## config.mk

```make
export PLATFORM = sky130hd
export DESIGN_NAME = rayHitTracker
export DESIGN_NICKNAME = d
export VERILOG_FILES = /design/src/rtl/rayPkg.sv /design/src/rtl/rayHitTracker.sv
export SDC_FILE = /design/constraint.sdc
export NUM_CORES = 1
export LEC_CHECK = 0
export ABC_CLOCK_PERIOD_IN_PS = 6600
export BUFFER_PORTS_ARGS = -buffer_cell sky130_fd_sc_hd__buf_2
export CAP_MARGIN = 20
export CORE_MARGIN = 2
export CORE_UTILIZATION = 54
export DETAILED_ROUTE_END_ITERATION = 8
export PLACE_DENSITY = 0.9
export SLEW_MARGIN = 20
export SYNTH_ARGS = -nofsm -noshare
export SYNTH_HDL_FRONTEND = slang
export SYNTH_SLANG_ARGS = --single-unit
```

## constraint.sdc

```tcl
create_clock -name clk -period 6.6 [get_ports clk]
set_clock_uncertainty 0.05 [all_clocks]
set_input_delay 0.99 -clock clk [delete_from_list [all_inputs] [get_ports clk]]
set_output_delay 0.99 -clock clk [all_outputs]
set_load 0.1 [all_outputs]
```

## src/rtl/rayPkg.sv

```systemverilog
package rayPkg;

    // ------------------------------------------------------------------------
    // fixed point
    // ------------------------------------------------------------------------

    // Q16.16, signed
    localparam int FRAC_BITS = 16;

    typedef logic signed [31:0] fixedT;

    // index 0 is x, 1 is y, 2 is z
    typedef fixedT [2:0] fixedVec3T;

    // distance used before any box has hit
    localparam fixedT FIXED_MAX = 32'sh7fff_ffff;

    // ------------------------------------------------------------------------
    // pixel, colour and primitive indexing
    // ------------------------------------------------------------------------

    // channel 0 is red, then green, then blue
    typedef logic [2:0][7:0] colorT;

    typedef logic [15:0] primIndexT;

    // count of one contiguous primitive range
    typedef logic [7:0] primCountT;

    typedef logic [11:0] pixelCoordT;

    // ------------------------------------------------------------------------
    // batch of boxes tested in one cycle
    // ------------------------------------------------------------------------

    localparam int BATCH_SIZE = 4;
    localparam int BATCH_WIDTH = 2;

    // one bit per lane, set when the lane holds a primitive of the range
    typedef logic [BATCH_SIZE-1:0] laneMaskT;

    typedef logic [BATCH_WIDTH-1:0] laneIndexT;

    // ------------------------------------------------------------------------
    // enums
    // ------------------------------------------------------------------------

    // primary rays keep the closest hit, shadow rays stop at the first one
    typedef enum logic {
        RAY_PRIMARY = 1'b0,
        RAY_SHADOW  = 1'b1
    } rayKindE;

    typedef enum logic [1:0] {
        SEQ_IDLE     = 2'd0,
        SEQ_TRAVERSE = 2'd1,
        SEQ_DONE     = 2'd2
    } seqStateE;

endpackage
```

## src/rtl/rayHitTracker.sv

```systemverilog
`timescale 1ns/1ns

module rayHitTracker (
    input  logic               clk,
    input  logic               resetn,
    input  logic               rayStart,
    input  logic               batchActive,
    input  logic               batchHit,
    input  rayPkg::fixedT      batchNearT,
    input  rayPkg::laneIndexT  batchLane,
    input  rayPkg::primIndexT  batchStart,
    input  rayPkg::colorT      boxColor [rayPkg::BATCH_SIZE],
    output logic               anyHit,
    output rayPkg::fixedT      bestT,
    output rayPkg::primIndexT  bestIndex,
    output rayPkg::laneIndexT  bestLane,
    output rayPkg::colorT      hitColor
);

    // colours of the batch that held the best hit
    rayPkg::colorT laneColor [rayPkg::BATCH_SIZE];
    logic          takeHit;

    // earlier batches win ties, so only strictly nearer hits replace
    assign takeHit = batchActive && batchHit && (batchNearT < bestT);

    always_ff @(posedge clk or negedge resetn) begin
        if (!resetn) begin
            anyHit <= 1'b0;
            bestT  <= rayPkg::FIXED_MAX;
        end else if (rayStart) begin
            anyHit <= 1'b0;
            bestT  <= rayPkg::FIXED_MAX;
        end else if (takeHit) begin
            anyHit <= 1'b1;
            bestT  <= batchNearT;
        end
    end

    always_ff @(posedge clk) begin
        if (takeHit) begin
            bestIndex <= batchStart + rayPkg::primIndexT'(batchLane);
            bestLane  <= batchLane;
            laneColor <= boxColor;
        end
    end

    assign hitColor = laneColor[bestLane];

endmodule

```

# Yosys cells after proc, flatten, opt, wreduce, memory -nomap -nowiden
# Cells that the tools add are included.
# word_totals
reg_bits,147
input_bits,151
out_inout_bits,75
word_cells,30
# op_classes
addsub,1
order_cmp,2
muxes,7
bitwise_logic,1
n_reduce_logical,3
# op_table
operator,count
32-bit two-way mux,2
24-bit binary-select mux with 2-bit select,1
24-bit two-way mux,2
32-bit less-than comparator,1
16-bit by 2-bit adder with 16-bit output,1
"3-bit >= comparator, second input constant",1
2-bit NOT with 3-bit output,1
1-bit logical AND,2
1-bit two-way mux,2
2-bit nonzero test,1

# Depth between registers and ports, before layout
# depth
depth_word,4
mapped_depth,10
depth_no_buf,9

# Worst setup path after synthesis
# OpenSTA, ideal clock, no wires.
# synth_path
kind,input to register
startpoint,input batchNearT[5]
endpoint,"register bestIndex[0], enable pin"
setup_ns,0.417
t_arrival_ns,3.951
required_ns,6.133
path_slack_ns,2.182
cell_stages,9
n_path_buf,1
path_cell_list,ha_1 -> a211o_1 -> a21oi_1 -> o31ai_1 -> a2111o_1 -> a31oi_2 -> mux2i_2 -> buf_6 -> inv_2
# synth_via
elab_chain_len,2
# synth_rtl
item,line,rtl
from (decl),rayHitTracker.sv:9,"input rayPkg::fixedT batchNearT,"
32-bit less-than comparator,rayHitTracker.sv:25,assign takeHit = batchActive && batchHit && (batchNearT < bestT);
1-bit logical AND,rayHitTracker.sv:25,
net takeHit,rayHitTracker.sv:22,logic takeHit;
to (signal assigned),rayHitTracker.sv:42,bestIndex <= batchStart + rayPkg::primIndexT'(batchLane);
to (decl),rayHitTracker.sv:15,"output rayPkg::primIndexT bestIndex,"
# The timed path passes the listed nets, and every way through them passes these cells.
# A chain may end at the register's enable or synchronous reset.

# Worst setup path after layout
# layout_path
startpoint,input batchNearT[5]
endpoint,"register laneColor[81] in the netlist's numbering, enable pin"
# layout_via
elab_chain_len,2
# layout_rtl
item,line,rtl
32-bit less-than comparator,rayHitTracker.sv:25,
1-bit logical AND,rayHitTracker.sv:25,
net takeHit,rayHitTracker.sv:22,
to (signal assigned),rayHitTracker.sv:44,laneColor <= boxColor;
to (decl),rayHitTracker.sv:21,rayPkg::colorT laneColor [rayPkg::BATCH_SIZE];
# The timed path passes the listed nets, and every way through them passes these cells.

==> flow_metrics.py <==
metrics = {
    "outcome": {
        "status": "completed",
    },
    "critical_path": {
        "timing.rr.start": "bestT[5]$_DFFE_PN1P_",
        "cp-start-kind": "input port",
        "rrSetupSlack_ns": 2.96,
        "r2r_cells": 10,
        "required_ns": 6.64,
        "critPathKind": "in2reg",
        "endpoint_kind": "flip-flop",
        "rr_endpoint": "laneColor[81]$_DFFE_PP_",
        "crit_arrival_ns": 3.79,
        "path_max_fanout": 92,
    },
    "clocking": {
        "clockBufferDepth": 2,
        "htreeDepth": 4,
        "cts-root-buf": "clkbuf_16",
        "cts_setup_buffers": 0,
        "cts.clk_slew.worst_paths_ns": 0.06,
        "cts_tree": "built",
        "cts_sinks": 147,
        "postCtsHoldBufs": 0,
        "clk_latency_ns": 0.42,
        "numCtsBuffers": 17,
        "cts_resized": 0,
    },
    "detailed_routing": {
        "drt_iter0_markers": 263,
        "viasPerCell": 5.315,
        "drc": 0,
        "postRouteAntennaNets": 0,
        "dr.pass1.iters": 4,
        "num_vias": 4406,
        "post_drt_wl_per_cell_um": 17.58,
        "wirelength_um": 14580,
    },
    "timing": {
        "slew_headroom_pct": 28.87,
        "max_freq_ghz": 0.2665,
        "slew_viol_final": 0,
        "post-route-period-util_pct": 56.86,
        "worst_pin_slew_ns": 1.067,
        "rsz0062_at_grt": "no",
        "final-setup-viol-count": 0,
        "finalWorstSetupSlack_ns": 2.848,
        "fin_setup_tns_ns": 0,
        "post-route-min-period_ns": 3.752,
        "hold_viol_final": 0,
    },
    "worst_hold_path": {
        "min_to": "anyHit$_DFFE_PN0P_",
        "hold_depth": 2,
        "worstHoldStart": "anyHit$_DFFE_PN0P_",
        "hp-class": "reg2reg",
    },
    "global_routing": {
        "grt_pass1_wl_um": 22200,
        "grtUsageMet3_pct": 8.470,
        "grtUsageMet1_pct": 24.25,
        "track_usage_pct": 22.67,
        "grt_busiest_layer": "met2",
        "grt_max_degree": 93,
        "antenna_found_initial": 1,
        "grt_pass1_vias": 4653,
        "gr-total-overflow": 0,
        "grtUsageMet2_pct": 40.20,
    },
    "synth": {
        "yosysWarningCount": 0,
        "synth_nets": 621,
        "synth_area_sq_um": 6583,
        "ys.flop_type": "edfxtp_1",
        "yosysSeqAreaShare_pct": 65.14,
        "ys_types": 36,
        "synth-seq-cells": 147,
        "syn_avg_cell_area_sq_um": 15.10,
        "postSynthCellCount": 436,
        "async_reset_ff_share_pct": 22.45,
        "synth_edf_count": 114,
    },
    "layout": {
        "final_common_cell": "buf_2",
        "nets": 853,
        "mostFrequentLayoutCells": "buf_2, edfxtp_1, nor2_1",
        "drive_gt1_share_pct": 47.14,
        "fin_area_sq_um": 8486,
        "syn_to_final_growth_pct": 28.91,
    },
    "floorplanning": {
        "start_util_pct": 55.03,
        "chipWidth_um": 114.4,
        "die-area_sq_um": 13090,
        "die_y_um": 114.4,
        "boundaryPins": 226,
        "num_rows": 40,
        "fp.coreArea_sq_um": 11960,
    },
    "power": {
        "combinationalPowerShare_pct": 16.7,
        "clockPowerShare_pct": 40.5,
        "p_per_area_nw_per_um2": 297.5,
        "power_leakage_nw": 3.937,
        "p_sw_uw": 719.2,
        "switching_share_pct": 28.49,
        "ir_drop_mv": 0.1769,
        "p_int_mw": 1.805,
        "pwr-share-seq_pct": 42.8,
    },
    "placement": {
        "hpwl_um": 10310,
        "place_ws_ns": 2.155,
        "routabilityCongestion": 0.8282,
        "io_buffers": 225,
        "placed_area_sq_um": 7851,
    },
    "flow_run": {
        "maxCapViolCount": 0,
    },
}
## layer usage
layer	part of all wire (%)	vias to the layer above
met5	0	-
met4	1.8	0
met3	7.7	24
met2	53	175
met1	38	2140
li1	-	2067
## layout make-up
| cell class | instances | area [sq um] |
|---|---|---|
| sequential | 147 | 4288 |
| antenna | 1 | 2.502 |
| multi-input combinational | 236 | 2082 |
| timing repair buffer | 229 | 1156 |
| clock inverter | 15 | 203.9 |
| inverter | 37 | 143.9 |
| clock buffer | 17 | 425.4 |
| tap | 147 | 183.9 |
| fill | 799 | 3476 |
## worst max path at each step
stage,slack (ns),end,from,cells after the start
after floorplan,2.18,bestIndex[0]$_DFFE_PP_,batchNearT[5],9
after global placement,2.25,laneColor[77]$_DFFE_PP_,batchNearT[5],10
after detailed placement,2.15,laneColor[35]$_DFFE_PP_,batchNearT[5],10
after CTS,2.61,laneColor[81]$_DFFE_PP_,batchNearT[5],10
after global routing,2.65,laneColor[35]$_DFFE_PP_,batchNearT[5],10
final,2.85,laneColor[81]$_DFFE_PP_,batchNearT[5],10
## flip-flops by register name, summed over array words and instances, names as in the netlist
name and flops:
laneColor 96, bestLane 2, bestIndex 16, anyHit 1
bestT 32
## metrics by stage
step / power [mW] / util, % / instances / hold WS [ns]
floorplan: 1.410 / - / 436 / 0.6444
global placement: 1.504 / 65.64 / 796 / 0.4517
detailed placement: 1.517 / 65.64 / 796 / 0.4624
CTS: 2.544 / 70.90 / 828 / 0.4724
global route: 2.604 / 70.94 / 829 / 0.4943
finish: 2.524 / 70.94 / 829 / 0.4694
## power by group through the flow
stage | Combinational (mW) | Sequential (mW) | Clock, mW
finish | 0.421 | 1.08 | 1.02
global route | 0.445 | 1.08 | 1.08
CTS | 0.423 | 1.08 | 1.04
detailed placement | 0.420 | 1.10 | 0
global placement | 0.410 | 1.09 | 0
floorplan | 0.203 | 1.21 | 0
## cells by family (layout without fill, tap and decap cells)
family / count (synthesis) / in the layout / share of synthesized area, %
buf+inv: 53 / 298 / 3.364
fa+ha+maj: 34 / 34 / 6.577
flops: 147 / 147 / 65.14
other cells: 0 / 1 / 0
compound gates: 27 / 27 / 2.851
mux: 57 / 57 / 13.29
xor+xnor: 14 / 14 / 1.863
simple gates: 104 / 104 / 6.919
## cell usage after synthesis, types with 8 or more instances
cell type / count / area, sq um
clkbuf_1: 10 / 37.54
inv_1: 36 / 135.1
edfxtp_1: 114 / 3423
ha_1: 33 / 412.9
xnor2_1: 10 / 87.58
nor2_1: 69 / 259.0
nand2_1: 10 / 37.54
mux4_2: 24 / 540.5
mux2i_1: 32 / 320.3
nand4_1: 8 / 50.05
a21oi_1: 11 / 55.05
dfstp_2: 31 / 814.5
## worst max-delay path, cell delays in order
cell      delay [ns]
buf_2           0.11
ha_1            0.30
a211o_1         0.29
a21oi_1         0.14
o31ai_1         0.09
a2111o_1        0.45
a31oi_2         0.26
mux2i_4         0.12
inv_6           0.54
buf_4           0.43
Note: power is estimated with default switching activity, not from simulation.
