## src/rtl/rayPkg.sv

```systemverilog
package rayPkg;

    // ------------------------------------------------------------------------
    // fixed point
    // ------------------------------------------------------------------------

    // Q16.16, signed
    localparam int FRAC_BITS = 16;

    typedef logic signed [31:0] fixedT;

    // index 0 is x, 1 is y, 2 is z
    typedef fixedT [2:0] fixedVec3T;

    // distance used before any box has hit
    localparam fixedT FIXED_MAX = 32'sh7fff_ffff;

    // ------------------------------------------------------------------------
    // pixel, colour and primitive indexing
    // ------------------------------------------------------------------------

    // channel 0 is red, then green, then blue
    typedef logic [2:0][7:0] colorT;

    typedef logic [15:0] primIndexT;

    // count of one contiguous primitive range
    typedef logic [7:0] primCountT;

    typedef logic [11:0] pixelCoordT;

    // ------------------------------------------------------------------------
    // batch of boxes tested in one cycle
    // ------------------------------------------------------------------------

    localparam int BATCH_SIZE = 4;
    localparam int BATCH_WIDTH = 2;

    // one bit per lane, set when the lane holds a primitive of the range
    typedef logic [BATCH_SIZE-1:0] laneMaskT;

    typedef logic [BATCH_WIDTH-1:0] laneIndexT;

    // ------------------------------------------------------------------------
    // enums
    // ------------------------------------------------------------------------

    // primary rays keep the closest hit, shadow rays stop at the first one
    typedef enum logic {
        RAY_PRIMARY = 1'b0,
        RAY_SHADOW  = 1'b1
    } rayKindE;

    typedef enum logic [1:0] {
        SEQ_IDLE     = 2'd0,
        SEQ_TRAVERSE = 2'd1,
        SEQ_DONE     = 2'd2
    } seqStateE;

endpackage
```

## src/rtl/rayShadeOutput.sv

```systemverilog
`timescale 1ns/1ns

module rayShadeOutput (
    input  logic                clk,
    input  logic                resetn,
    input  logic                rayDone,
    input  rayPkg::rayKindE     curKind,
    input  rayPkg::pixelCoordT  curX,
    input  rayPkg::pixelCoordT  curY,
    input  rayPkg::colorT       curColor,
    input  rayPkg::colorT       clearColor,
    input  logic                anyHit,
    input  rayPkg::primIndexT   bestIndex,
    input  rayPkg::colorT       hitColor,
    output logic                valid,
    output rayPkg::pixelCoordT  outX,
    output rayPkg::pixelCoordT  outY,
    output logic                outHit,
    output rayPkg::primIndexT   outPrimIndex,
    output rayPkg::colorT       outColor
);

    rayPkg::colorT shadeColor;

    // ------------------------------------------------------------------------
    // colour rule
    // ------------------------------------------------------------------------

    always_comb begin
        if (curKind == rayPkg::RAY_SHADOW) begin
            // occluded pixels get every channel halved
            for (int ch = 0; ch < 3; ch++) begin
                if (anyHit) begin
                    shadeColor[ch] = curColor[ch] >> 1;
                end else begin
                    shadeColor[ch] = curColor[ch];
                end
            end
        end else if (anyHit) begin
            shadeColor = hitColor;
        end else begin
            shadeColor = clearColor;
        end
    end

    always_ff @(posedge clk or negedge resetn) begin
        if (!resetn) begin
            valid <= 1'b0;
        end else begin
            valid <= rayDone;
        end
    end

    // held until the next ray commits
    always_ff @(posedge clk) begin
        if (rayDone) begin
            outX         <= curX;
            outY         <= curY;
            outHit       <= anyHit;
            outPrimIndex <= anyHit ? bestIndex : '0;
            outColor     <= shadeColor;
        end
    end

    // a commit needs at least the SEQ_DONE to SEQ_IDLE turn between rays
    singleStrobe: assert property (@(posedge clk) disable iff (!resetn)
        valid |=> !valid);

endmodule

```

## config.mk

```make
export PLATFORM = sky130hd
export DESIGN_NAME = rayShadeOutput
export DESIGN_NICKNAME = d
export VERILOG_FILES = /design/src/rtl/rayPkg.sv /design/src/rtl/rayShadeOutput.sv
export SDC_FILE = /design/constraint.sdc
export NUM_CORES = 1
export LEC_CHECK = 0
export BUFFER_PORTS_ARGS = -buffer_cell sky130_fd_sc_hd__buf_2
export CORE_MARGIN = 10
export CORE_UTILIZATION = 41
export DETAILED_ROUTE_END_ITERATION = 10
export PLACE_DENSITY = 0.88
export SYNTH_ARGS = -nofsm -noshare
export SYNTH_HDL_FRONTEND = slang
export SYNTH_SLANG_ARGS = --single-unit
```

## constraint.sdc

```tcl
create_clock -name clk -period 0.8 [get_ports clk]
set_input_delay 0.08 -clock clk [delete_from_list [all_inputs] [get_ports clk]]
set_output_delay 0.08 -clock clk [all_outputs]
set_load 0.02 [all_outputs]
```

Yosys cells after proc, flatten, opt, wreduce, memory -nomap -nowiden. Index checks and enable logic that the tools add are counted.

Mux-type cells: 5.

Operator list (count): 24-bit 2-to-1 mux (2); 8-bit 2-to-1 mux (3).

Word-level logic and storage cells: 13. Register bits: 66.

Logic depth before layout (Yosys ltp). Gate-level depths: netlist of run 1.

Depth after elaboration: 2. Mapped depth: 4. Depth with buffers taken out: 2.

Least setup slack after synthesis of run 1. OpenSTA, ideal clock, no wires.

Path type: input to register. Start: input anyHit. End: register outColor[10] in the netlist's numbering (data pin). Setup time: 0.272 ns. Slack: -0.276 ns. Stages: 3. Buffers on the path: 2. Arrival: 0.803 ns. Cells stage by stage: buf_6 buf_12 mux4_2.

RTL lines: from (decl) (RTL line rayShadeOutput.sv:12) `input logic anyHit,`; to (signal assigned) (RTL line rayShadeOutput.sv:61) `outColor <= shadeColor;`; to (decl) (RTL line rayShadeOutput.sv:20) `output rayPkg::colorT outColor`.

Worst setup path after layout of run 1.
Start: register outPrimIndex[3]. End: output outPrimIndex[3].

RTL lines: from (decl) (RTL line rayShadeOutput.sv:19) `output rayPkg::primIndexT outPrimIndex,`; from (signal assigned) (RTL line rayShadeOutput.sv:60) `outPrimIndex <= anyHit ? bestIndex : '0;`.

No word-level cell between the ends.

==> metrics.md, run 1 <==
| Metric | Value |
|---|---|
| Status | finished, violations left |
| Failing checks | setup timing |
| Die height | 101.0 um |
| Crit path DAT | 0.88 ns |
| CP bufs+invs | 1 |
| Total net switching power | 2.183 mW |
| Final Net Count | 456 |
| Register area share after synthesis | 73.45% |
| Final core occ | 73.95% |
| Hold violation count in the final report | 0 |
| Vias in the first global route | 2454 |
| Clock buffer count from CTS | 9 |
| Flop pwr share | 46.9% |
| Worst Hold Depth | 2 |
| H-tree depth | 3 |
| Num ports | 183 |
| Die area | 0.01021 mm2 |
| Final period utilization | 120.3% |
| Largest net degree at the start of global routing | 34 |
| Netlist Area Pre-Place | 0.002691 mm2 |
| RSZ-0062 raised after global routing | true |
| Synth Area in XOR/XNOR | 0% |
| Post-synthesis simple-gate area fraction | 3.952% |
| Setup TNS | -8.908 ns |
| Count of cell types in the netlist | 12 |
| Comb pwr share | 21.2% |
| Tot Pwr | 9.149 mW |
| Post-Synth Adder-Cell Area | 0% |
| Site Rows | 29 |
| Layout area overhead | 74.48% |
| Drc violations | 0 |
| Routed via count | 2057 |
| Initial DRT Pass Iterations | 4 |
| Hold path endpoint | outPrimIndex[9] |
| Leakage power total | 2.017 nW |
| Final Critical Period | 0.9625 ns |
| Complex-gate fraction of the synthesized area | 0.9763% |
| Fin. max-slew vios | 0 |
| Initial DRC count | 68 |
| Initial Util | 42.38% |
| Placeable Area | 0.006350 mm2 |
| WHS | 0.03403 ns |
| Largest stage delay on the critical path | 0.40 ns |
| CTS tree | built |
| CP startpoint kind | register |
| Port Buffers | 182 |
| Worst path slowest cell | edfxtp_1 |
| Setup violators final | 66 |
| Synthesized flop and latch total | 66 |
| Crit path max-delay family | flip-flops |
| P_int | 6.966 mW |
| Vias per cell | 4.898 |
| Cells along the critical path | buf_6 |
| Share of cells above drive strength 1 | 66.76% |
| Fillers | 409 |
| Sw Ratio | 23.86% |
| PD cells | 1948 mW/mm2 |
| Ys Warns | 0 |
| Mux cell area share after synthesis | 18.83% |
| Slew HR | 78.30% |
| Max Cap Viol | 0 |
| Fmax | 1039 MHz |
| Syn Nets | 235 |
| Routability cong. | 0.7528 |
| Max Root-Sink Buffers | 2 |
| Setup CP Type | register to output pin |
| DP HPWL | 7170 um |
| Routed Antenna Nets | 0 |
| Root Driver | clkbuf_8 |
| # clock sinks | 66 |
| Syn avg cell area | 22.81 um2 |
| CP endpoint kind | output pin |
| Avg WL per Cell | 21.90 um |
| Clock share of power | 31.9% |
| Measured slew at the worst slew-check pin | 0.3248 ns |
| Hold_sp | bestIndex[9] |
| Routed wire length | 9200 um |
| Clk slew on worst S/H paths | 0.07 ns |
| Worst IR drop on VDD | 1298 uV |
| First-pass GRT wire length | 13480 um |
| Total GRT Usage | 17.63% |
| Antenna diode count | 0 |
| Hold Crit Class | primary input to register |
| Largest family of logic cells by synthesized area | multiplexers |
| Chip Width | 101.0 um |
| Grt ovf | 0 |
| Setup ws final | -0.1625 ns |
| Postcts setup bufs | 0 |
| CP required | 0.72 ns |
| Initial antenna violation count | 0 |
| Cells after Synth | 118 |
| Crit-path max FO | 1 |
-- power groups by stage --
stage          clock network [mW]  logic [mW]  registers (mW)
2_1_floorplan                   0       0.323            4.70
3_3_place_gp                    0        1.44            4.28
3_5_place_dp                    0        1.49            4.29
4_1_cts                      3.00        1.84            4.26
5_1_grt                      3.13        2.05            4.32
6_report                     2.92        1.94            4.29
-- per-layer routing --
metal	global-route usage (%)	routed length [um]	vias to the layer above
met5	0	0	-
met1	15.98	3030	995
met3	9.534	1046	4
li1	-	-	938
met4	6.431	65	0
met2	32.14	5058	120
-- final cells by class --
type | count | area [um2] | share of cell area [%]
Sequential cell | 66 | 1977 | 42.10
Timing Repair Buffer | 218 | 1780 | 37.92
Multi-Input combinational cell | 44 | 635.6 | 13.54
Clock buffer | 9 | 123.9 | 2.638
Tap cell | 77 | 96.34 | 2.052
Clock inverter | 6 | 82.58 | 1.759
-- cells in the mapped netlist --
| library cell | n | area (um2) |
|---|---|---|
| mux2i_1 | 3 | 30.03 |
| dfrtp_1 | 1 | 25.02 |
| buf_2 | 4 | 20.02 |
| edfxtp_1 | 65 | 1952 |
| buf_6 | 1 | 11.26 |
| o2bb2ai_1 | 3 | 26.28 |
| buf_12 | 2 | 40.04 |
| clkbuf_1 | 1 | 3.750 |
| and2_1 | 16 | 100.1 |
| nor2b_1 | 1 | 6.260 |
| mux4_1 | 1 | 26.28 |
| mux4_2 | 20 | 450.4 |
-- layout by cell type (no fill, tap or decap), types with 2 or more instances in the layout --
cell type,count
and2_1,16
buf_4,2
buf_6,61
buf_12,7
edfxtp_1,65
bufinv_16,2
o2bb2ai_1,3
clkinv_2,3
buf_2,120
mux4_2,21
mux2i_1,3
clkbuf_8,9
dlygate4sd3_1,25
buf_16,2
-- state kept, by name, summed over array words and instances (netlist names) --
register,cells
outHit,1
outX,12
outY,12
outPrimIndex,16
valid,1
outColor,24
-- repair_timing --
action	CTS	global route
hold buffers	25	0
gates resized for setup	79	49
gates cloned	3	0
hold endpoints to repair	25	0
setup endpoints to repair	81	68
-- per-stage QoR --
step	setup slack (ns)	instances	area (um2)
detailed placement	-0.4043	377	3755
CTS	-0.1920	420	4541
global route	-0.2157	420	4696
global placement	-0.3561	377	3755
finish	-0.1625	420	4696
floorplan	-0.2563	118	2706
-- kinds of logic after synthesis --
logic type / Yosys count
simple gates: 17
mux: 24
flops: 66
buf+inv: 8
compound gates: 3
-- worst max path at each step --
stage / from / endpoint / slack, ns / cells past startpoint
after floorplan: anyHit / outColor[10] / -0.26 / 3
final: outPrimIndex[3] / outPrimIndex[3] / -0.16 / 1
after global routing: outY[2] / outY[2] / -0.22 / 1
after detailed placement: anyHit / outColor[11] / -0.40 / 3
after CTS: outPrimIndex[3] / outPrimIndex[3] / -0.19 / 1
after global placement: anyHit / outColor[22] / -0.36 / 3
No activity file was read; power rests on OpenSTA's default activity.
==> run 2: changes to the inputs <==
Settings changed: BUFFER_PORTS_ARGS -buffer_cell sky130_fd_sc_hd__buf_2 to unset, CORE_UTILIZATION 41 to 60, DONT_BUFFER_PORTS set to 1, PLACE_DENSITY 0.88 to 0.85.
==> run 2 against run 1 <==
Effect of this change: the flow finishes with violations (hold timing, setup timing); count of clock-buffer cells in the layout grew 1; critical path depth decreased by 1; global-route usage increased by 1.3 points; sequential share of layout area rose by 17 points; final cell count is 47% lower; first-iteration DRC count up 68%; core utilization up 3.3 points.
==> metrics.md, run 2 (synthesis results as in run 1) <==
| Metric | Value |
|---|---|
| Status | finished, violations left |
| Failing checks | hold timing, setup timing |
| Setup ws final | -0.1157 ns |
| CP endpoint kind | output pin |
| Layout area overhead | 24.92% |
| # clock sinks | 66 |
| Fmax | 1092 MHz |
| Max FFs per register | 24 |
| Num ports | 183 |
| Max Used Layer | met4 |
| Routed Antenna Nets | 0 |
| Fillers | 217 |
| Share of cells above drive strength 1 | 20.47% |
| Clock buffer count from CTS | 9 |
| Placeable Area | 0.004354 mm2 |
| Worst IR drop on VDD | 1487 uV |
| Final Net Count | 283 |
| Slew HR | 81.52% |
| Max Root-Sink Buffers | 2 |
| Hold_sp | rayDone |
| Hold violation count in the final report | 85 |
| Setup CP Type | register to output pin |
| Post-Place Cells | 162 |
| Chip Width | 86.98 um |
| Crit path depth | 0 |
| Top flop regs | outColor x24, outPrimIndex x16 |
| First-pass GRT wire length | 10360 um |
| CP startpoint kind | register |
| Routed wire length | 7496 um |
| Routed via count | 1418 |
| Site Rows | 24 |
| Routability cong. | 0.6897 |
| CTS tree | built |
| H-tree depth | 3 |
| Grt ovf | 0 |
| Crit-path max FO | 1 |
| Setup violators final | 66 |
| RSZ-0062 raised after global routing | true |
| Max Cap Viol | 0 |
| CP startpoint | outPrimIndex[5] |
| Initial antenna violation count | 0 |
| Total GRT Usage | 18.93% |
| Die height | 86.98 um |
| Non-filler cells, final | 223 |
| PD cells | 2491 mW/mm2 |
| Final Critical Period | 0.9157 ns |
| Leakage power total | 1.145 nW |
| Vias in the first global route | 1575 |
| CP required | 0.72 ns |
| Die area | 0.007565 mm2 |
| Port Buffers | 0 |
| Initial DRT Pass Iterations | 4 |
| Fin. max-slew vios | 0 |
| Drc violations | 0 |
| Most common cell after layout, fill and taps aside | edfxtp_1 |
| Dpl ws | -0.04505 ns |
| Worst setup endpoint | outPrimIndex[5] |
| Avg WL per Cell | 33.61 um |
| Final core occ | 77.21% |
| Top reg by flops | outColor |
| Measured slew at the worst slew-check pin | 0.2778 ns |
| Clk slew on worst S/H paths | 0.07 ns |
| Tot Pwr | 8.374 mW |
| WHS | -0.1866 ns |
| Antenna diode count | 0 |
| Initial Util | 61.81% |
| Hold Crit Class | primary input to register |
| Vias per cell | 6.359 |
| Post-CTS Hold Buffers | 45 |
| Initial DRC count | 114 |
| Final period utilization | 114.5% |
| Wl on met1 | 2259 um |
| Metal3 WL | 1092 um |
| Metal2 WL | 4088 um |
| Largest net degree at the start of global routing | 67 |
| Root Driver | clkbuf_8 |
| Crit path DAT | 0.84 ns |
| Commonest non-fill, non-tap cells in the layout | 65 x edfxtp_1, 45 x dlygate4sd3_1, 21 x mux4_2 |
[run 2: layout make-up]
type	count	area [um2]	share of cell area [%]
well taps	52	65.06	1.935
repair buffers	45	450.4	13.40
clock inverters	6	105.1	3.126
clock buffers	10	127.6	3.796
multi-input cells	44	635.6	18.91
flip-flops and latches	66	1978	58.84
[run 2: stage by stage]
step           TNS [ns]  area [um2]
2_1_floorplan    -5.713        2706
3_3_place_gp    -0.3521        2678
3_5_place_dp    -0.5950        2678
4_1_cts          -7.350        3362
5_1_grt          -8.200        3362
6_report         -5.946        3362
[run 2: metal layers]
metal  global-route usage (%)  up-vias
met5                        0        -
met4                    5.744        0
met3                    11.61        6
met2                    32.64      122
met1                    18.26      704
li1                         -      586
[run 2: repair_timing]
item                                   4_1_cts  5_1_grt
setup endpoints to repair                   66       66
endpoints found under the hold margin      120       93
resized for setup                            1        0
buffers inserted                             0        0
[run 2: how the worst min path moves through the flow]
stage	slack, ns	cells after the start	endpoint
2_1_floorplan	-0.22	0	valid
3_3_place_gp	-0.22	0	valid
3_5_place_dp	-0.22	0	valid
4_1_cts	-0.23	0	valid
5_1_grt	-0.23	0	valid
6_report	-0.19	0	valid
[run 2: power by group]
group | internal [mW] | switching [mW] | total (mW)
registers | 4.18 | 0.535 | 4.72
clock network | 2.05 | 1.17 | 3.22
logic | 0.350 | 0.0904 | 0.440
