<file path="src/rtl/rayPkg.sv">
package rayPkg;

    // ------------------------------------------------------------------------
    // fixed point
    // ------------------------------------------------------------------------

    // Q16.16, signed
    localparam int FRAC_BITS = 16;

    typedef logic signed [31:0] fixedT;

    // index 0 is x, 1 is y, 2 is z
    typedef fixedT [2:0] fixedVec3T;

    // distance used before any box has hit
    localparam fixedT FIXED_MAX = 32'sh7fff_ffff;

    // ------------------------------------------------------------------------
    // pixel, colour and primitive indexing
    // ------------------------------------------------------------------------

    // channel 0 is red, then green, then blue
    typedef logic [2:0][7:0] colorT;

    typedef logic [15:0] primIndexT;

    // count of one contiguous primitive range
    typedef logic [7:0] primCountT;

    typedef logic [11:0] pixelCoordT;

    // ------------------------------------------------------------------------
    // batch of boxes tested in one cycle
    // ------------------------------------------------------------------------

    localparam int BATCH_SIZE = 4;
    localparam int BATCH_WIDTH = 2;

    // one bit per lane, set when the lane holds a primitive of the range
    typedef logic [BATCH_SIZE-1:0] laneMaskT;

    typedef logic [BATCH_WIDTH-1:0] laneIndexT;

    // ------------------------------------------------------------------------
    // enums
    // ------------------------------------------------------------------------

    // primary rays keep the closest hit, shadow rays stop at the first one
    typedef enum logic {
        RAY_PRIMARY = 1'b0,
        RAY_SHADOW  = 1'b1
    } rayKindE;

    typedef enum logic [1:0] {
        SEQ_IDLE     = 2'd0,
        SEQ_TRAVERSE = 2'd1,
        SEQ_DONE     = 2'd2
    } seqStateE;

endpackage
</file>
<file path="src/rtl/rayRangeSequencer.sv">
`timescale 1ns/1ns

module rayRangeSequencer (
    input  logic                clk,
    input  logic                resetn,
    input  logic                addInput,
    input  rayPkg::rayKindE     inKind,
    input  rayPkg::pixelCoordT  inX,
    input  rayPkg::pixelCoordT  inY,
    input  rayPkg::fixedVec3T   inOrigin,
    input  rayPkg::fixedVec3T   inInvDir,
    input  rayPkg::fixedT       inMaxT,
    input  rayPkg::colorT       inColor,
    input  rayPkg::primIndexT   inPrimStart,
    input  rayPkg::primCountT   inPrimCount,
    input  logic                anyHit,
    input  logic                outputStall,
    output logic                inputFull,
    output rayPkg::rayKindE     curKind,
    output rayPkg::pixelCoordT  curX,
    output rayPkg::pixelCoordT  curY,
    output rayPkg::fixedVec3T   curOrigin,
    output rayPkg::fixedVec3T   curInvDir,
    output rayPkg::fixedT       curMaxT,
    output rayPkg::colorT       curColor,
    output rayPkg::primIndexT   batchStart,
    output rayPkg::laneMaskT    laneMask,
    output logic                batchActive,
    output logic                rayStart,
    output logic                rayDone
);

    rayPkg::seqStateE   state;

    // one-entry input buffer
    rayPkg::rayKindE    bufKind;
    rayPkg::pixelCoordT bufX;
    rayPkg::pixelCoordT bufY;
    rayPkg::fixedVec3T  bufOrigin;
    rayPkg::fixedVec3T  bufInvDir;
    rayPkg::fixedT      bufMaxT;
    rayPkg::colorT      bufColor;
    rayPkg::primIndexT  bufStart;
    rayPkg::primCountT  bufCount;

    rayPkg::primIndexT  roundedCount;
    rayPkg::primIndexT  bufEnd;
    rayPkg::primIndexT  bufAlignedEnd;
    rayPkg::primIndexT  curEnd;
    rayPkg::primIndexT  alignedEnd;
    rayPkg::primIndexT  nextStart;
    logic               shadowExit;

    // count rounded up to whole batches
    assign roundedCount = ((rayPkg::primIndexT'(bufCount) +
                            rayPkg::primIndexT'(rayPkg::BATCH_SIZE - 1))
                           >> rayPkg::BATCH_WIDTH) << rayPkg::BATCH_WIDTH;
    assign bufEnd        = bufStart + rayPkg::primIndexT'(bufCount);
    assign bufAlignedEnd = bufStart + roundedCount;
    assign nextStart     = batchStart + rayPkg::primIndexT'(rayPkg::BATCH_SIZE);

    assign shadowExit  = (curKind == rayPkg::RAY_SHADOW) && anyHit;
    assign rayStart    = (state == rayPkg::SEQ_IDLE) && inputFull;
    assign batchActive = (state == rayPkg::SEQ_TRAVERSE) && !shadowExit;
    assign rayDone     = (state == rayPkg::SEQ_DONE) && !outputStall;

    always_ff @(posedge clk or negedge resetn) begin
        if (!resetn) begin
            inputFull <= 1'b0;
        end else if (addInput && !inputFull) begin
            inputFull <= 1'b1;
        end else if (rayStart) begin
            inputFull <= 1'b0;
        end
    end

    always_ff @(posedge clk) begin
        if (addInput && !inputFull) begin
            bufKind   <= inKind;
            bufX      <= inX;
            bufY      <= inY;
            bufOrigin <= inOrigin;
            bufInvDir <= inInvDir;
            bufMaxT   <= inMaxT;
            bufColor  <= inColor;
            bufStart  <= inPrimStart;
            bufCount  <= inPrimCount;
        end
    end

    // current ray, loaded as it leaves the buffer
    always_ff @(posedge clk) begin
        if (rayStart) begin
            curKind    <= bufKind;
            curX       <= bufX;
            curY       <= bufY;
            curOrigin  <= bufOrigin;
            curInvDir  <= bufInvDir;
            curMaxT    <= bufMaxT;
            curColor   <= bufColor;
            curEnd     <= bufEnd;
            alignedEnd <= bufAlignedEnd;
        end
    end

    // ------------------------------------------------------------------------
    // traversal FSM
    // ------------------------------------------------------------------------

    always_ff @(posedge clk or negedge resetn) begin
        if (!resetn) begin
            state      <= rayPkg::SEQ_IDLE;
            batchStart <= '0;
        end else begin
            case (state)
                rayPkg::SEQ_IDLE: begin
                    if (rayStart) begin
                        batchStart <= bufStart;
                        // empty range skips straight to the result
                        if (bufCount == '0) begin
                            state <= rayPkg::SEQ_DONE;
                        end else begin
                            state <= rayPkg::SEQ_TRAVERSE;
                        end
                    end
                end
                rayPkg::SEQ_TRAVERSE: begin
                    if (shadowExit) begin
                        state <= rayPkg::SEQ_DONE;
                    end else begin
                        batchStart <= nextStart;
                        if (nextStart == alignedEnd) begin
                            state <= rayPkg::SEQ_DONE;
                        end
                    end
                end
                rayPkg::SEQ_DONE: begin
                    if (rayDone) begin
                        state <= rayPkg::SEQ_IDLE;
                    end
                end
                default: begin
                    state <= rayPkg::SEQ_IDLE;
                end
            endcase
        end
    end

    // lanes past the true end of the range take no part
    always_comb begin
        for (int lane = 0; lane < rayPkg::BATCH_SIZE; lane++) begin
            laneMask[lane] = (batchStart + rayPkg::primIndexT'(lane)) < curEnd;
        end
    end

    batchInRange: assert property (@(posedge clk) disable iff (!resetn)
        batchActive |-> (batchStart < alignedEnd));

endmodule

</file>
<file path="config.mk">
export PLATFORM = sky130hd
export DESIGN_NAME = rayRangeSequencer
export DESIGN_NICKNAME = d
export VERILOG_FILES = /design/src/rtl/rayPkg.sv /design/src/rtl/rayRangeSequencer.sv
export SDC_FILE = /design/constraint.sdc
export NUM_CORES = 1
export LEC_CHECK = 0
export BUFFER_PORTS_ARGS = -buffer_cell sky130_fd_sc_hd__buf_2
export CORE_AREA = 3 3 231 233
export CTS_CLUSTER_DIAMETER = 120
export CTS_CLUSTER_SIZE = 40
export DETAILED_ROUTE_END_ITERATION = 6
export DIE_AREA = 0 0 234 236
export PLACE_DENSITY_LB_ADDON = 0.25
export SLEW_MARGIN = 25
export SYNTH_ARGS = -nofsm -noshare
export SYNTH_HDL_FRONTEND = slang
export SYNTH_SLANG_ARGS = --single-unit
</file>
<file path="constraint.sdc">
create_clock -name clk -period 43.6 [get_ports clk]
set_clock_uncertainty 0.1 [all_clocks]
set_input_delay 2.18 -clock clk [delete_from_list [all_inputs] [get_ports clk]]
set_output_delay 2.18 -clock clk [all_outputs]
set_load 0.02 [all_outputs]
</file>
Word level (Yosys, flattened, before mapping)
Cells that the tools add are included.
W data, S select, Z words.

storage, ports and cells
  register bits = 621
  bits in latches = 0
  RAM bits = 0
  bits in read-only memories = 0
  input bits = 302
  output and inout bits = 297
  word-level logic and storage cells = 76
  memories kept = 0

cells by class
  $add $sub $neg = 7
  multipliers = 0
  divide/modulo/power cells = 0
  $lt $le $gt $ge = 4
  equal/unequal tests = 7
  shifts and indexed selects = 0
  multiplexer cells = 11
  bitwise operators = 0
  reduce and logical (&&, ||, !) cells = 14

operators by type and width
  operator                 number
  $lt A16 B16 Y1           4
  $add A16 B2 Y16 const B  2
  $mux W16                 2
  $pmux W16 S2             1
  $add A16 B1 Y16 const B  1
  $add A16 B3 Y16 const B  1
  $add A16 B8 Y16          1
  $add A16 B9 Y16          1
  $eq A16 B16 Y1           1
  $mux W2                  5
  $add A8 B2 Y9 const B    1
  $logic_not A8 Y1         1
  $ne A2 B2 Y1 const B     3
  $pmux W2 S3              1
  $reduce_and A3 Y1        2
  $logic_and A1 B1 Y1      5
  $reduce_bool A2 Y1       2
  $logic_not A1 Y1         3
  $ne A3 B2 Y1 const B     1
  $eq A2 B1 Y1 const B     1
  $eq A2 B2 Y1 const B     1
  $logic_not A2 Y1         1
  $mux W1                  2

Longest topological paths before layout
  word-level depth = 5
  depth in mapped cells = 13
  depth with buffers taken out = 12

Worst setup path after synthesis
Ideal clock, no wire load.

  path kind = input -> register
  from = input port addInput
  to = register bufColor[0] (netlist name) (enable)
  library setup time = 0.989 ns
  data arrival time = 14.947 ns
  data required time = 42.511 ns
  path slack = 27.564 ns
  stages = 1
  buffers on the path = 0
  path through = nor2b_1

between the ends
  longest elaborated chain between the ends = 1

ends and longest elaborated chain
  what                    line                     source
  start: declaration      rayRangeSequencer.sv:6   input logic addInput,
  $logic_and A1 B1 Y1     rayRangeSequencer.sv:78  if (addInput && !inputFull) begin
  end signal: assignment  rayRangeSequencer.sv:85  bufColor <= inColor;
  end: declaration        rayRangeSequencer.sv:42  rayPkg::colorT bufColor;

Every way passes these cells.
A chain may end at the register's enable or synchronous reset.

Worst setup path in the final report
  from = register batchStart[3]
  to = output port laneMask[3]

between the ends
  longest elaborated chain between the ends = 2

ends and longest elaborated chain
  what                      line                      source
  start: declaration        rayRangeSequencer.sv:26   output rayPkg::primIndexT batchStart,
  start signal: assignment  rayRangeSequencer.sv:118  batchStart <= bufStart;
  start signal: assignment  rayRangeSequencer.sv:131  batchStart <= nextStart;
  $add A16 B2 Y16           rayRangeSequencer.sv:152  laneMask[lane] = (batchStart + rayPkg::primIndexT'(lane)) < curEnd;
  $lt A16 B16 Y1            rayRangeSequencer.sv:152
  end: declaration          rayRangeSequencer.sv:27   output rayPkg::laneMaskT laneMask,

Every way passes these cells.

==> impl_metrics.yaml <==
global_routing:
  busiest_layer: "met2"
  track_usage_pct: 20.9
  grt_overflow: 0
  grt_pass1_vias: 12884
  grt_pass1_wl_um: 84300
  grt_max_degree: 188
  antenna_found_initial: 33
  use_met2_pct: 36.2
  globalRouteMet3Util_pct: 7.64
  use_met1_pct: 23.7
cts:
  cts.sinks: 621
  cts_buffer_depth: 3
  cts_tree: "built"
  clk_latency_ns: 0.58
  cts_buffers: 19
  cts_resized: 0
  htree_levels: 1
  cts_setup_buffers: 0
  postCtsHoldBufs: 0
  cts.clk_slew.worst_paths_ns: 0.14
  cts-root-buf: "clkbuf_16"
floorplanning:
  dieHeight_um: 236
  io_pins: 599
  chipWidth_um: 234
  start_util_pct: 44.0
  core_mm2: 0.0514
  dieArea_mm2: 0.0552
  rows: 83
worst_setup_path:
  path_cells: "ha_1 > nand4_1 > or3_1 > nor2_1 > xor2_1 > ha_1 > a21o_1 > a21oi_1 > o21ai_0 > a21oi_1 > buf_2"
  start_kind: "register"
  cp_top_family: "simple AND/OR/NAND/NOR gates"
  endpoint_kind: "output port"
  worstSetupPathType: "register to output port"
  cp.required_ns: 41.32
  crit_arrival_ns: 4.02
  path_buf_inv: 1
  cpMaxStageDelayCell: "dfrtp_1"
  max_stage_delay_ns: 0.63
  critPathMaxFanout: 12
sta:
  fin_crit_sh_pct: 14.4
  hold_viol: 0
  tightestPinTransition_ns: 1.04
  finalCriticalPeriod_ns: 6.30
  slew_headroom_pct: 30.6
  grt_setup_unrepaired: "false"
  setup_viol: 0
  final_max_slew_viol_count: 0
  timing.setup.tns_ns: 0
  max_clock_freq_mhz: 159
synthesis:
  synth_cell_type_count: 56
  synth-main-ff-cell: "edfxtp_1"
  synth_edf_count: 602
  synth_seq_area_share_pct: 82.0
  syn_area_per_cell_um2: 18.7
  syn_nets: 1591
  synthCells: 1207
  ys_warn_count: 0
  synth-async-reset-ratio_pct: 3.06
  synth-seq-cells: 621
  syn-cell-area_mm2: 0.0226
flow_run:
  cap_viol_max_count: 0
placed_design:
  port_buffers: 598
  place_hpwl_um: 45000
  place_congestion: 0.889
cells_and_area:
  final_cell_mix: "602 x edfxtp_1, 598 x buf_2, 80 x ha_1"
  synthToLayoutAreaGrowth_pct: 19.6
  drive_gt1_share_pct: 35.2
  nets: 2186
  multiInputGateArea_mm2: 0.00380
  register_area_mm2: 0.0186
  fill_cells: 4220
  final_common_cell: "edfxtp_1"
hold_path:
  hold_path_class: "register to register"
power:
  power_w: 0.00175
  power.leakage_nw: 10.3
  ir_drop_mv: 0.0503
  powerDensity_mw_per_mm2: 64.8
detailed_routing:
  ant_nets: 0
  wire_per_inst_um: 23.4
  vias: 12550
  vias_per_cell: 4.99
  dr.pass1.iters: 5
  drt-total-wl_um: 58800
  drtIter0Drc: 1188
  drc: 0
status:
  outcome: "complete, no violations"
==> per-stage QoR <==
stage	instances	area, um2	util (%)	hold WS [ns]	setup WS, ns
floorplan	1207	22600	-	0.300	27.56
global placement	2460	26400	51.3	0.300	38.06
detailed placement	2460	26400	51.4	0.305	37.95
CTS	2494	27000	52.5	0.303	37.29
global route	2513	27000	52.6	0.305	36.90
finish	2515	27100	52.6	0.301	37.30
==> kinds of logic (layout without fill, tap and decap cells) <==
kind of cell             count (synthesis)  count (layout)  synth area share [%]
AO/OA/AOI/OAI                          151             151                  4.28
adder cells (fa/ha/maj)                 82              82                  4.60
flip-flops                             621             621                  82.0
XOR/XNOR                                84              84                  3.25
other                                    0              20                     0
buffers and inverters                   65             673                  1.22
AND/OR/NAND/NOR                        204             204                  4.61
==> cell type report <==
type	instances	share of cell area, %
multi-input cells	521	14.1
clock buffers	31	1.92
clock inverters	3	0.203
diodes	20	0.185
inverters	34	0.472
flip-flops and latches	621	68.6
well taps	680	3.14
repair buffers	605	11.4
==> metal layers <==
metal / vias up / wire (um)
met2: 457 / 30800
met1: 6176 / 20600
li1: 5813 / -
met5: - / 58
met4: 10 / 1790
met3: 94 / 5570
==> flip-flops by register name, summed over array words and instances, names as in the netlist, 2 cells and up <==
signal / flops
bufInvDir: 96
bufMaxT: 32
bufX: 12
state: 2
batchStart: 16
curColor: 24
curX: 12
bufColor: 24
curEnd: 16
alignedEnd: 16
curOrigin: 96
bufCount: 8
curMaxT: 32
bufOrigin: 96
curY: 12
bufStart: 16
bufY: 12
curInvDir: 96
==> cells in the mapped netlist, drive strengths merged (5+ instances only) <==
cell | n | share of area, %
a21oi | 46 | 1.0
nor3 | 22 | 0.49
edfxtp | 602 | 80
a21o | 28 | 0.93
xnor2 | 54 | 2.1
nor2 | 38 | 0.63
nor4 | 11 | 0.37
and3 | 5 | 0.14
clkbuf | 14 | 0.23
inv | 34 | 0.56
buf | 17 | 0.42
xor2 | 30 | 1.2
o21ai | 33 | 0.73
dfrtp | 19 | 2.1
nor2b | 8 | 0.22
nand3 | 19 | 0.42
ha | 80 | 4.4
nand4 | 16 | 0.54
nand2 | 60 | 1.0
o31ai | 6 | 0.20
==> final timing paths <==
check,from,endpoint,slack [ns],depth (start not counted)
worst max-delay path,batchStart[3],laneMask[3],37.30,11
worst min register to register,bufInvDir[18],curInvDir[18],0.30,0
worst min-delay path,bufInvDir[18],curInvDir[18],0.30,0
worst max register to register,inputFull,curMaxT[27],39.62,4
min in group asynchronous,resetn,inputFull,1.44,1
max in group asynchronous,resetn,batchStart[12],41.59,1
==> power by group <==
| group | leakage [nW] | switching, W | internal (W) |
|---|---|---|---|
| Clock | 0.274 | 0.000163 | 0.0000916 |
| Sequential | 5.81 | 0.0000721 | 0.000849 |
| Combinational | 4.23 | 0.000400 | 0.000177 |
| Total | 10.3 | 0.000635 | 0.00112 |
==> worst reg2reg max path, cell delays in order (launching register included) <==
cell	delay [ns]
dfrtp_1	0.48
nor3b_4	0.35
buf_12	0.65
buf_4	1.09
buf_4	0.87
Power figures use the tool's default switching activity.
